`src/logic/psuSwPkg.sv`:
```
// every delay counts iClk cycles and must be at least 1 and below 2**19

package psuSwPkg;

   // ####################
   // sleep state encoding
   // ####################

   // three bits cover all eight states so no encoding is left unused
   typedef enum logic [2:0] {
      init   = 3'd0,   // after reset, waits for a deep sleep indication
      s4     = 3'd1,   // deep sleep with all rails off, strap high
      s4p    = 3'd2,   // deep sleep keeping memory on standby, strap low
      s3     = 3'd3,   // suspend to ram, memory on standby
      s0     = 3'd4,   // platform awake, waiting for power good
      s0hold = 3'd5,   // crossover, both memory switches on
      s0on   = 3'd6,   // main power only
      s4hold = 3'd7    // memory off drain before standby
   } switchState_t;

   // ####################
   // timer counts
   // ####################

   // wide enough for the longest default delay (400000 < 524288)
   localparam int timerWidth = 19;

   typedef logic [timerWidth-1:0] timerCount_t;   // unsigned count

   // ####################
   // default delays
   // ####################

   // crossover ramp before main only
   localparam timerCount_t defRampDelayCycles = timerCount_t'(100000);

   // wait in s0hold before starting the memory drain
   localparam timerCount_t defExitDelayCycles = timerCount_t'(400000);

   // memory switch off time before standby again
   localparam timerCount_t defMemOffDelayCycles = timerCount_t'(3000);

   // the top level forwards these as its parameter defaults
   // and a simulation build overrides them with short values

endpackage

```
`src/logic/switchTimerIf.sv`:
```
// plain levels without handshake; a done level means nothing while its enable is low
`timescale 1ns/1ps

interface switchTimerIf;

   // ####################
   // requests from fsm
   // ####################
   logic holdTimerEn;     // high only in s0hold
   logic memOffTimerEn;   // high only in s4hold

   // ####################
   // results from timers
   // ####################
   logic rampDone;        // ramp delay elapsed since s0hold entry
   logic exitDone;        // exit delay elapsed since s0hold entry
   logic memOffDone;      // memory off delay elapsed since s4hold entry

   // state machine side
   modport fsm (
      output holdTimerEn,
      output memOffTimerEn,
      input  rampDone,
      input  exitDone,
      input  memOffDone
   );

   // counter side
   modport timers (
      input  holdTimerEn,
      input  memOffTimerEn,
      output rampDone,
      output exitDone,
      output memOffDone
   );

endinterface

```
`src/logic/switchDelayTimers.sv`:
```
// delays must be 1 or more; a done level is first sampled high delay edges after state entry
`timescale 1ns/1ps

module switchDelayTimers #(
   parameter psuSwPkg::timerCount_t rampDelayCycles   = psuSwPkg::defRampDelayCycles,
   parameter psuSwPkg::timerCount_t exitDelayCycles   = psuSwPkg::defExitDelayCycles,
   parameter psuSwPkg::timerCount_t memOffDelayCycles = psuSwPkg::defMemOffDelayCycles
) (
   input  logic iClk,
   input  logic iRst_n,        // async, active low
   switchTimerIf.timers tmr
);

   import psuSwPkg::*;

   // ####################
   // compare limits
   // ####################

   // count is cleared on the entry edge so the last count before the
   // sampling edge is one less than the delay
   localparam timerCount_t rampLimit   = rampDelayCycles - timerCount_t'(1);
   localparam timerCount_t exitLimit   = exitDelayCycles - timerCount_t'(1);
   localparam timerCount_t memOffLimit = memOffDelayCycles - timerCount_t'(1);

   // hold counter stops at whichever of its two compares is further out
   localparam timerCount_t holdSatLimit = (rampLimit > exitLimit) ? rampLimit : exitLimit;

   timerCount_t holdCnt;       // time spent in s0hold
   timerCount_t memOffCnt;     // time spent in s4hold

   // ####################
   // counters
   // ####################

   // ramp and exit share one counter since both start at the same s0hold entry
   always_ff @(posedge iClk or negedge iRst_n) begin
      if (!iRst_n) begin
         holdCnt <= '0;
      end else if (!tmr.holdTimerEn) begin
         holdCnt <= '0;                               // idle until the next entry
      end else if (holdCnt < holdSatLimit) begin
         holdCnt <= holdCnt + timerCount_t'(1);
      end
   end

   always_ff @(posedge iClk or negedge iRst_n) begin
      if (!iRst_n) begin
         memOffCnt <= '0;
      end else if (!tmr.memOffTimerEn) begin
         memOffCnt <= '0;
      end else if (memOffCnt < memOffLimit) begin
         memOffCnt <= memOffCnt + timerCount_t'(1);  // saturates at its limit
      end
   end

   // done masked by enable because the count stays stale for one cycle after exit
   assign tmr.rampDone   = tmr.holdTimerEn   && (holdCnt >= rampLimit);
   assign tmr.exitDone   = tmr.holdTimerEn   && (holdCnt >= exitLimit);
   assign tmr.memOffDone = tmr.memOffTimerEn && (memOffCnt >= memOffLimit);

   // ####################
   // checks
   // ####################

   // a done level stays up for as long as its enable does
   aDoneHolds : assert property (@(posedge iClk) disable iff (!iRst_n)
      (!$past(tmr.rampDone) || !tmr.holdTimerEn || tmr.rampDone) &&
      (!$past(tmr.exitDone) || !tmr.holdTimerEn || tmr.exitDone) &&
      (!$past(tmr.memOffDone) || !tmr.memOffTimerEn || tmr.memOffDone))
      else $error("timer done dropped while its enable stayed high");

   aCountSat : assert property (@(posedge iClk) disable iff (!iRst_n)
      (holdCnt <= holdSatLimit) && (memOffCnt <= memOffLimit))
      else $error("timer count past its saturation limit");

endmodule

```
`src/logic/sleepStateFsm.sv`:
```
// all inputs must be synchronous to iClk; switch enables are Moore outputs of the state register
`timescale 1ns/1ps

module sleepStateFsm (
   input  logic iClk,
   input  logic iRst_n,          // async, active low
   input  logic enable,          // low freezes the machine in most states
   input  logic psuPwrOk,        // supply power good
   input  logic slp3,            // sleep 3 indication, active high
   input  logic slp4,            // sleep 4 indication, active high
   input  logic dimmStbyStrap,   // high picks s4 and low picks s4p
   input  logic psuMainRdy,      // supply side ready to drop main
   input  logic fail,            // holds the deep sleep states
   switchTimerIf.fsm tmr,
   output logic auxSwEn,         // 12 V aux rail switch
   output logic stbySwEn,        // memory rail on 12 V standby
   output logic mainSwEn         // memory rail on 12 V main
);

   import psuSwPkg::*;

   switchState_t state;
   switchState_t nextState;

   logic anySleep;               // either sleep request present
   logic noSleep;                // platform asks for s0
   logic deepSleep;              // slp4 while supply is down

   assign anySleep  = slp3 | slp4;
   assign noSleep   = !slp3 && !slp4;
   assign deepSleep = !psuPwrOk && slp4;

   // ####################
   // state register
   // ####################

   always_ff @(posedge iClk or negedge iRst_n) begin
      if (!iRst_n) begin
         state <= init;
      end else begin
         state <= nextState;
      end
   end

   // ####################
   // next state
   // ####################

   // within each state the first matching test wins
   always_comb begin
      nextState = state;   // default is to stay
      case (state)
         init: begin
            if (!enable) begin
               nextState = init;                    // frozen
            end else if (deepSleep && dimmStbyStrap) begin
               nextState = s4;
            end else if (deepSleep && !dimmStbyStrap) begin
               nextState = s4p;
            end else begin
               nextState = init;
            end
         end

         s4: begin
            if (fail) begin
               nextState = s4;                      // fail hold
            end else if (!enable || (deepSleep && dimmStbyStrap)) begin
               nextState = s4;
            end else if (!psuPwrOk && !slp4) begin
               nextState = s3;
            end else begin
               nextState = init;                    // invalid combination
            end
         end

         // same as s4 with the strap test inverted
         s4p: begin
            if (fail) begin
               nextState = s4p;
            end else if (!enable || (deepSleep && !dimmStbyStrap)) begin
               nextState = s4p;
            end else if (!psuPwrOk && !slp4) begin
               nextState = s3;
            end else begin
               nextState = init;
            end
         end

         s3: begin
            if (slp3 && !slp4) begin
               nextState = s3;
            end else if (slp4 && dimmStbyStrap) begin
               nextState = s4;
            end else if (slp4 && !dimmStbyStrap) begin
               nextState = s4p;
            end else begin
               nextState = s0;                      // both sleeps low
            end
         end

         s0: begin
            if (!enable || (noSleep && !psuPwrOk)) begin
               nextState = s0;                      // wait for power good
            end else if (psuPwrOk && noSleep) begin
               nextState = s0hold;
            end else begin
               nextState = s3;                      // a sleep came back
            end
         end

         s0hold: begin
            if (psuPwrOk && noSleep && tmr.rampDone) begin
               nextState = s0on;
            end else if (anySleep && tmr.exitDone) begin
               nextState = s4hold;
            end else begin
               nextState = s0hold;
            end
         end

         s0on: begin
            if (!enable || (psuPwrOk && noSleep)) begin
               nextState = s0on;
            end else if (anySleep && psuMainRdy) begin
               nextState = s0hold;                  // back to crossover
            end else begin
               nextState = s0on;                    // supply not ready yet
            end
         end

         s4hold: begin
            nextState = tmr.memOffDone ? s3 : s4hold;
         end

         default: nextState = init;
      endcase
   end

   // ####################
   // outputs
   // ####################

   // decoded from the registered state only
   always_comb begin
      auxSwEn  = 1'b0;
      stbySwEn = 1'b0;
      mainSwEn = 1'b0;
      case (state)
         s4p, s3, s0, s4hold: stbySwEn = 1'b1;     // memory on standby
         s0hold: begin
            auxSwEn  = 1'b1;                        // both memory switches on
            stbySwEn = 1'b1;
            mainSwEn = 1'b1;
         end
         s0on: begin
            auxSwEn  = 1'b1;
            mainSwEn = 1'b1;
         end
         default: ;                                 // init and s4 keep all off
      endcase
   end

   assign tmr.holdTimerEn   = (state == s0hold);
   assign tmr.memOffTimerEn = (state == s4hold);

   // ####################
   // checks
   // ####################

   // memory rail moves between standby and main only through the crossover
   aMemCrossover : assert property (@(posedge iClk) disable iff (!iRst_n)
      (mainSwEn != $past(mainSwEn)) |-> (stbySwEn && $past(stbySwEn)))
      else $error("main switch changed without standby held on");

   aStateKnown : assert property (@(posedge iClk) disable iff (!iRst_n)
      !$isunknown(state))
      else $error("state register holds an unknown value");

   // hold states leave only on their own timer condition
   aHoldExit : assert property (@(posedge iClk) disable iff (!iRst_n)
      (state == s0hold) ##1 (state != s0hold) |->
         $past(tmr.rampDone && psuPwrOk && noSleep) || $past(tmr.exitDone && anySleep))
      else $error("s0hold left before its delay elapsed");

   aDrainExit : assert property (@(posedge iClk) disable iff (!iRst_n)
      (state == s4hold) ##1 (state != s4hold) |-> $past(tmr.memOffDone))
      else $error("s4hold left before memory off delay");

endmodule

```
`src/logic/psuSwitchCtrl.sv`:
```
// inputs must already be synchronized to iClk; all three delays are in clock cycles, minimum 1
`timescale 1ns/1ps

module psuSwitchCtrl #(
   // crossover time in s0hold before main only
   parameter psuSwPkg::timerCount_t rampDelayCycles   = psuSwPkg::defRampDelayCycles,
   // time in s0hold before the memory drain starts
   parameter psuSwPkg::timerCount_t exitDelayCycles   = psuSwPkg::defExitDelayCycles,
   // memory off time in s4hold
   parameter psuSwPkg::timerCount_t memOffDelayCycles = psuSwPkg::defMemOffDelayCycles
) (
   input  logic iClk,
   input  logic iRst_n,          // async, active low

   // ####################
   // platform inputs
   // ####################
   input  logic enable,          // master go, low freezes
   input  logic psuPwrOk,        // power good from supply
   input  logic slp3,            // sleep 3 level
   input  logic slp4,            // sleep 4 level
   input  logic dimmStbyStrap,   // board strap for deep sleep path
   input  logic psuMainRdy,      // supply ready to turn main off
   input  logic fail,            // keep rails off in deep sleep

   // ####################
   // switch enables
   // ####################
   output logic auxSwEn,         // 12 V aux switch
   output logic stbySwEn,        // memory on 12 V standby
   output logic mainSwEn         // memory on 12 V main
);

   // timer requests and done levels
   switchTimerIf tmrIf ();

   // state machine with Moore switch enables
   sleepStateFsm u_sleepStateFsm (
      .iClk          (iClk),
      .iRst_n        (iRst_n),
      .enable        (enable),
      .psuPwrOk      (psuPwrOk),
      .slp3          (slp3),
      .slp4          (slp4),
      .dimmStbyStrap (dimmStbyStrap),
      .psuMainRdy    (psuMainRdy),
      .fail          (fail),
      .tmr           (tmrIf.fsm),
      .auxSwEn       (auxSwEn),
      .stbySwEn      (stbySwEn),
      .mainSwEn      (mainSwEn)
   );

   // hold and memory off counters
   switchDelayTimers #(
      .rampDelayCycles   (rampDelayCycles),
      .exitDelayCycles   (exitDelayCycles),
      .memOffDelayCycles (memOffDelayCycles)
   ) u_switchDelayTimers (
      .iClk   (iClk),
      .iRst_n (iRst_n),
      .tmr    (tmrIf.timers)
   );

endmodule

```
`config.mk`:
```
export PLATFORM = sky130hd
export DESIGN_NAME = psuSwitchCtrl
export DESIGN_NICKNAME = d
export VERILOG_FILES = /design/src/logic/psuSwPkg.sv /design/src/logic/switchTimerIf.sv /design/src/logic/switchDelayTimers.sv /design/src/logic/sleepStateFsm.sv /design/src/logic/psuSwitchCtrl.sv
export SDC_FILE = /design/constraint.sdc
export NUM_CORES = 1
export LEC_CHECK = 0
export BUFFER_PORTS_ARGS = -buffer_cell sky130_fd_sc_hd__buf_2
export CORE_ASPECT_RATIO = 0.9
export CORE_UTILIZATION = 60
export DETAILED_ROUTE_END_ITERATION = 8
export PLACE_DENSITY = 0.8
export SYNTH_ARGS = -nofsm -noshare
export SYNTH_HDL_FRONTEND = slang
export SYNTH_SLANG_ARGS = --single-unit
```
`constraint.sdc`:
```
create_clock -name iClk -period 2.5 [get_ports iClk]
set_clock_uncertainty 0.15 [all_clocks]
set_input_delay 0.5 -clock iClk [delete_from_list [all_inputs] [get_ports iClk]]
set_output_delay 0.5 -clock iClk [all_outputs]
set_load 0.03 [all_outputs]
```
==> flow_metrics.py, run 1 <==
metrics = {
    "worst_setup_path": {
        "crit_path_max_incr_delay_ps": 560,
        "worstPathMaxFanout": 13,
        "cp_data_arrival_time_ps": 2430,
        "critical_path_cell_list": "or4_4 > and3_4 > a211o_1 > buf_4 > or3_1 > a21oi_1",
        "worst-path-buf-inv": 1,
        "worst_setup_path_start_kind": "register",
        "critical_path_class": "register to register",
        "cp.required_ps": 2570,
        "cpMaxStageDelayCell": "sky130_fd_sc_hd__or4_4",
        "setup.worst_path.end_class": "register",
        "cell_family_with_most_cp_delay": "simple AND/OR/NAND/NOR gates",
    },
    "synthesis": {
        "syn_nets": 287,
        "async_set_or_reset_flop_fraction_in_the_synthesized_netlist_pct": 100.0,
        "synth_warnings": 0,
        "synth_enable_flop_cells": 0,
        "synth-adder-area-share_pct": 1.034,
        "synth_area_leaders": "sky130_fd_sc_hd__dfrtp_1, sky130_fd_sc_hd__nor2_1, sky130_fd_sc_hd__xnor2_1, sky130_fd_sc_hd__a21oi_1, sky130_fd_sc_hd__nand3_1",
        "syn_inst": 276,
        "postSynth.topFlopCell": "sky130_fd_sc_hd__dfrtp_1",
        "post_synth.cell_area_avg_um2": 8.772,
        "synthesis.area_mm2": 0.002421,
        "synth_top_cell_by_area": "sky130_fd_sc_hd__dfrtp_1",
        "yosys.cell_types.count": 56,
        "post_synth_and_or_nand_nor_area_fraction_pct": 31.11,
        "synth_sequential_area_ratio_pct": 42.38,
        "synth.ff_latch_count": 41,
        "synth_top_family_by_area": "simple AND/OR/NAND/NOR gates",
        "synth.most_common_cell": "sky130_fd_sc_hd__dfrtp_1",
        "synth.top_cells.by_count": "sky130_fd_sc_hd__dfrtp_1, sky130_fd_sc_hd__nor2_1, sky130_fd_sc_hd__nand2_1, sky130_fd_sc_hd__a21oi_1, sky130_fd_sc_hd__nand3_1",
        "synthMuxAreaShare_pct": 1.292,
        "fraction_of_the_mapped_netlist_area_in_compound_gates_pct": 15.81,
        "xor_xnor_portion_of_the_synthesized_cell_area_pct": 5.065,
        "top_cell_type_s_share_of_synthesized_area_pct": 42.38,
    },
    "die": {
        "start_util_pct": 63.99,
        "core-area_mm2": 0.003784,
        "die_y_um": 62.26,
        "num_rows": 21,
        "design.die.area_mm2": 0.004293,
        "die-width_um": 68.96,
        "io_pins": 12,
    },
    "power_and_ir_drop": {
        "ir_worst_vdd_v": 0.0003319,
        "finalPower_uw": 1685,
        "powerDensity_mw_per_mm2": 634.0,
        "power_leakage_uw": 0.001077,
    },
    "timing": {
        "grt_setup_unrepaired": "no",
        "relSlewSlack_pct": 64.66,
        "finalWorstPathRequiredPeriod_ps": 2367,
        "timing.final.hold_violations": 0,
        "fin_crit_sh_pct": 94.70,
        "timing_worst_slew_pin_value_ps": 523.4,
        "maxClockFrequency_ghz": 0.4224,
        "totalNegativeSetupSlack_ps": 0,
        "timing_max_transition_violations_final": 0,
        "setup_violations": 0,
    },
    "place": {
        "place.gp.congestion": 0.8859,
        "io_buffers": 11,
        "dp_hpwl_um": 3658,
    },
    "grt": {
        "number_of_antenna_violations_at_the_first_check_in_global_routing": 0,
        "wire_length_of_the_first_global_routing_pass_um": 8756,
        "grt_start_max_net_pins": 26,
        "track_usage_pct": 26.98,
        "via_count_of_the_first_global_routing_pass": 2034,
        "globalRouteOverflowTotal": 0,
    },
    "drt": {
        "wirelength_um": 5200,
        "via_count": 2109,
        "detail_route.vias_per_cell": 6.314,
        "drt-initial-drc-count": 118,
        "wl_per_cell_um": 15.57,
        "dr.pass1.iters": 4,
        "route.antenna.remaining_nets": 0,
        "drc_viols": 0,
    },
    "worst_hold_path": {
        "worstHoldPathType": "register to register",
    },
    "clocking": {
        "number_of_clock_sinks_seen_by_cts": 41,
        "numCtsBuffers": 5,
        "cts-root-buf": "sky130_fd_sc_hd__clkbuf_8",
        "clk_pin_slew_worst_paths_ps": 80,
        "cts_max_level": 2,
        "clk_latency_ps": 300,
        "clockBufferDepth": 2,
        "cts_tree": "built",
    },
    "cells_and_area": {
        "fillers": 297,
        "design.final.nets": 298,
        "multi_input_area_mm2": 0.001315,
        "fin_util_pct": 70.24,
        "diodes": 0,
        "drive_above_1_share_pct": 12.15,
        "area_growth_syn_to_layout_pct": 9.767,
        "regArea_mm2": 0.001026,
    },
    "run_status": {
        "run_status": "completed",
    },
    "run": {
        "cap_viol_max_count": 0,
    },
}
-- state kept, by name, summed over array words and instances, names as in the netlist --
name                           count
u_switchDelayTimers.holdCnt       19
u_sleepStateFsm.state              3
u_switchDelayTimers.memOffCnt     19
-- placed cells by master, fill, tap and decap left out, drive strengths merged, types with 3 or more instances in the layout --
cell type | synthesis | layout
nor2b | 3 | 3
nor3 | 13 | 13
a31oi | 4 | 4
nand4 | 12 | 12
o21a | 3 | 3
nor4 | 4 | 4
and4 | 4 | 4
nor2 | 30 | 30
xnor2 | 11 | 11
o21ai | 13 | 13
xor2 | 3 | 3
clkbuf | 15 | 5
and2 | 9 | 9
nand2 | 19 | 19
a21oi | 17 | 17
dfrtp | 41 | 41
or3 | 8 | 8
or4 | 3 | 3
inv | 3 | 3
o211ai | 3 | 3
buf | 2 | 20
o311ai | 3 | 3
nand3 | 15 | 15
and3 | 6 | 6
-- routing by layer --
layer / wire [um] / global-route usage [%] / up-vias
met1: 2582 / 37.89 / 999
met5: 0 / 0 / -
met4: 74 / 10.46 / 0
met3: 212 / 4.412 / 8
li1: - / - / 1045
met2: 2330 / 41.14 / 57
-- area by class of cell --
type | count | share of cell area (%)
clock buffer | 5 | 2.589
clock inverter | 3 | 1.742
inverter | 3 | 0.4237
multi-input combinational | 215 | 49.48
sequential | 41 | 38.61
tap | 46 | 2.166
timing repair buffer | 21 | 4.991
-- power by group --
group	total, uW	switching, uW	leakage, uW	internal (uW)
registers	784	89.8	0.000567	694
clock network	542	243	0.0000543	299
logic	359	222	0.000455	138
-- worst paths after layout --
path / cells after the start / slack (ps) / start / to
max reg2reg: 6 / 130 / u_switchDelayTimers.holdCnt[14]$_DFFE_PN0P_ / u_switchDelayTimers.holdCnt[4]$_DFFE_PN0P_
min reg2reg: 1 / 340 / u_switchDelayTimers.memOffCnt[16]$_DFFE_PN0P_ / u_switchDelayTimers.memOffCnt[16]$_DFFE_PN0P_
max in group asynchronous: 3 / 1040 / iRst_n / u_switchDelayTimers.memOffCnt[1]$_DFFE_PN0P_
max: 6 / 130 / u_switchDelayTimers.holdCnt[14]$_DFFE_PN0P_ / u_switchDelayTimers.holdCnt[4]$_DFFE_PN0P_
min in group asynchronous: 2 / 490 / iRst_n / u_switchDelayTimers.memOffCnt[9]$_DFFE_PN0P_
min: 1 / 340 / u_switchDelayTimers.memOffCnt[16]$_DFFE_PN0P_ / u_switchDelayTimers.memOffCnt[16]$_DFFE_PN0P_
-- cells by family after synthesis --
logic type,count (synthesis)
AO/OA/AOI/OAI,58
XOR/XNOR,14
adder cells (fa/ha/maj),2
buffers and inverters,20
flip-flops,41
multiplexers,3
AND/OR/NAND/NOR,138
-- metrics by stage --
step	hold WS (ps)	instance area, um^2	instances	setup slack, ps
4_1_cts	344.6	2658	334	148.5
2_1_floorplan	54.41	2421	276	191.0
3_5_place_dp	288.9	2532	325	175.1
5_1_grt	360.8	2658	334	31.24
3_3_place_gp	288.9	2532	325	226.2
6_report	344.2	2658	334	132.5
-- timing repair --
action | CTS | global route
resized for setup | 0 | 0
hold buffers | 1 | 0
hold endpoints to repair | 16 | 0
setup buffers | 0 | 0
Power figures use the tool's default switching activity.
==> inputs of run 2 (changes only) <==
--- a/config.mk
+++ b/config.mk
@@ -10,6 +10,7 @@
 export CORE_UTILIZATION = 60
 export DETAILED_ROUTE_END_ITERATION = 8
 export PLACE_DENSITY = 0.8
+export RECOVER_POWER = 100
 export SYNTH_ARGS = -nofsm -noshare
 export SYNTH_HDL_FRONTEND = slang
 export SYNTH_SLANG_ARGS = --single-unit
==> flow_metrics.py, run 2 (synthesis results as in run 1) <==
metrics = {
    "timing": {
        "grt_setup_unrepaired": "no",
        "final_critical_path_setup_slack_ps": 125.6,
        "relSlewSlack_pct": 41.71,
        "finalWorstPathRequiredPeriod_ps": 2374,
        "timing.final.hold_violations": 0,
        "maxClockFrequency_ghz": 0.4212,
        "fin_crit_sh_pct": 94.97,
        "totalNegativeSetupSlack_ps": 0,
        "setup_violations": 0,
        "timing_max_transition_violations_final": 0,
        "timing_worst_slew_pin_value_ps": 874.4,
    },
    "place": {
        "io_buffers": 11,
        "dp_hpwl_um": 3658,
        "place.gp.congestion": 0.8859,
        "dp_slack_ps": 175.1,
    },
    "worst_setup_path": {
        "cpMaxStageDelayCell": "sky130_fd_sc_hd__or3_1",
        "worstPathMaxFanout": 6,
        "worst-path-buf-inv": 1,
        "cp.required_ps": 2550,
        "cp_data_arrival_time_ps": 2420,
        "worst_setup_path_start_kind": "register",
        "setup.worst_path.end_class": "register",
        "critical_path_class": "register to register",
        "cell_family_with_most_cp_delay": "compound AO/OA/AOI/OAI gates",
        "critical_path_cell_list": "ha_1 > nand4_1 > or3_1 > a2111oi_0 > buf_4 > a31oi_1 > a41o_1",
        "r2r-start": "u_switchDelayTimers.holdCnt[0]$_DFFE_PN0P_",
        "number_of_cells_on_the_worst_reg_to_reg_path": 7,
        "worst-r2r-setup-slack_ps": 130,
        "crit_path_max_incr_delay_ps": 440,
        "reg2reg_to": "u_switchDelayTimers.holdCnt[12]$_DFFE_PN0P_",
    },
    "clocking": {
        "cts_resized": 0,
        "clk_pin_slew_worst_paths_ps": 80,
        "cts_max_level": 2,
        "cts_tree": "built",
        "clk_latency_ps": 300,
        "cts-root-buf": "sky130_fd_sc_hd__clkbuf_8",
        "clockBufferDepth": 2,
        "number_of_clock_sinks_seen_by_cts": 41,
        "numCtsBuffers": 5,
    },
    "cells_and_area": {
        "area_growth_syn_to_layout_pct": 9.199,
        "fin_util_pct": 69.87,
        "diodes": 0,
        "layout.cells.most_common": "sky130_fd_sc_hd__dfrtp_1",
        "design.final.nets": 298,
        "reg.largest.list": "u_switchDelayTimers.holdCnt (19), u_switchDelayTimers.memOffCnt (19), u_sleepStateFsm.state (3)",
        "layout.cells.most_common_list": "sky130_fd_sc_hd__dfrtp_1, sky130_fd_sc_hd__nor2_1, sky130_fd_sc_hd__nand2_1",
        "drive_above_1_share_pct": 10.42,
        "fillers": 301,
    },
    "worst_hold_path": {
        "worstHoldPathType": "register to register",
        "hold-path-cell-count": 1,
        "timing.hold.worst.start": "u_switchDelayTimers.memOffCnt[15]$_DFFE_PN0P_",
        "timing.hold.worst_endpoint": "u_switchDelayTimers.memOffCnt[15]$_DFFE_PN0P_",
    },
    "drt": {
        "wirelength_um": 5226,
        "drt-initial-drc-count": 98,
        "wl_per_cell_um": 15.65,
        "detail_route.vias_per_cell": 6.350,
        "route.antenna.remaining_nets": 0,
        "via_count": 2121,
        "drc_viols": 0,
        "dr.pass1.iters": 4,
    },
    "grt": {
        "grt_most_used_layer": "met2",
        "wire_length_of_the_first_global_routing_pass_um": 8756,
        "globalRouteOverflowTotal": 0,
        "use_met2_pct": 41.14,
        "track_usage_pct": 26.98,
        "number_of_antenna_violations_at_the_first_check_in_global_routing": 0,
        "grt_start_max_net_pins": 26,
        "grt_use_met3_pct": 4.412,
        "via_count_of_the_first_global_routing_pass": 2034,
        "routing_usage_on_met1_pct": 37.89,
    },
    "power_and_ir_drop": {
        "powerDensity_mw_per_mm2": 635.3,
        "power_leakage_uw": 0.001056,
        "ir_worst_vdd_v": 0.0003327,
    },
    "die": {
        "num_rows": 21,
        "die_y_um": 62.26,
        "core-area_mm2": 0.003784,
        "die-width_um": 68.96,
        "start_util_pct": 63.99,
        "design.die.area_mm2": 0.004293,
        "io_pins": 12,
    },
    "run_status": {
        "run_status": "completed",
    },
    "run": {
        "cap_viol_max_count": 0,
    },
}
run 2: changes by cell type in the layout (fill, tap and decap cells not counted), sizes merged:
cell and change:
buf -5, clkbuf +5
run 2: metal layers:
layer  share of wire, %  wire (um)
met5                  0          0
met4                1.4         75
met3                5.4        281
met2                 45       2327
met1                 49       2541
run 2: worst max path at each step:
stage	slack [ps]	to	from	depth (start not counted)
6_report	130	u_switchDelayTimers.holdCnt[12]$_DFFE_PN0P_	u_switchDelayTimers.holdCnt[0]$_DFFE_PN0P_	7
5_1_grt	20	u_switchDelayTimers.holdCnt[12]$_DFFE_PN0P_	u_switchDelayTimers.holdCnt[0]$_DFFE_PN0P_	7
4_1_cts	150	u_switchDelayTimers.holdCnt[3]$_DFFE_PN0P_	u_switchDelayTimers.holdCnt[14]$_DFFE_PN0P_	6
3_5_place_dp	180	u_switchDelayTimers.holdCnt[4]$_DFFE_PN0P_	u_switchDelayTimers.holdCnt[14]$_DFFE_PN0P_	6
3_3_place_gp	230	u_switchDelayTimers.holdCnt[4]$_DFFE_PN0P_	u_switchDelayTimers.holdCnt[14]$_DFFE_PN0P_	6
2_1_floorplan	190	u_switchDelayTimers.holdCnt[12]$_DFFE_PN0P_	u_switchDelayTimers.holdCnt[0]$_DFFE_PN0P_	6
run 2: stage by stage:
stage,power [uW],hold WS (ps),cells,cell area [um^2]
4_1_cts,1693,344.6,334,2658
6_report,1680,345.7,334,2644
5_1_grt,1764,364.8,334,2644
2_1_floorplan,1060,54.41,276,2421
3_5_place_dp,1149,288.9,325,2532
3_3_place_gp,1147,288.9,325,2532
run 2: final cells by class:
cell class              instances  area [um^2]  share of cell area (%)
inverters                       3        11.26                  0.4259
well taps                      46        57.56                   2.177
flip-flops and latches         41         1026                   38.81
multi-input cells             215         1309                   49.50
clock buffers                   5        68.82                   2.603
repair buffers                 21        125.1                   4.733
clock inverters                 3        46.29                   1.751
run 2: what timing repair did:
| action | in CTS | in global routing |
|---|---|---|
| setup buffers | 0 | 0 |
| endpoints found under the hold margin | 16 | 0 |
| hold buffers | 1 | 0 |
run 2: report_power, final:
group / switching (uW) / leakage, uW / internal (uW)
sequential: 89.8 / 0.000567 / 694
clock: 245 / 0.0000543 / 299
combinational: 223 / 0.000435 / 129
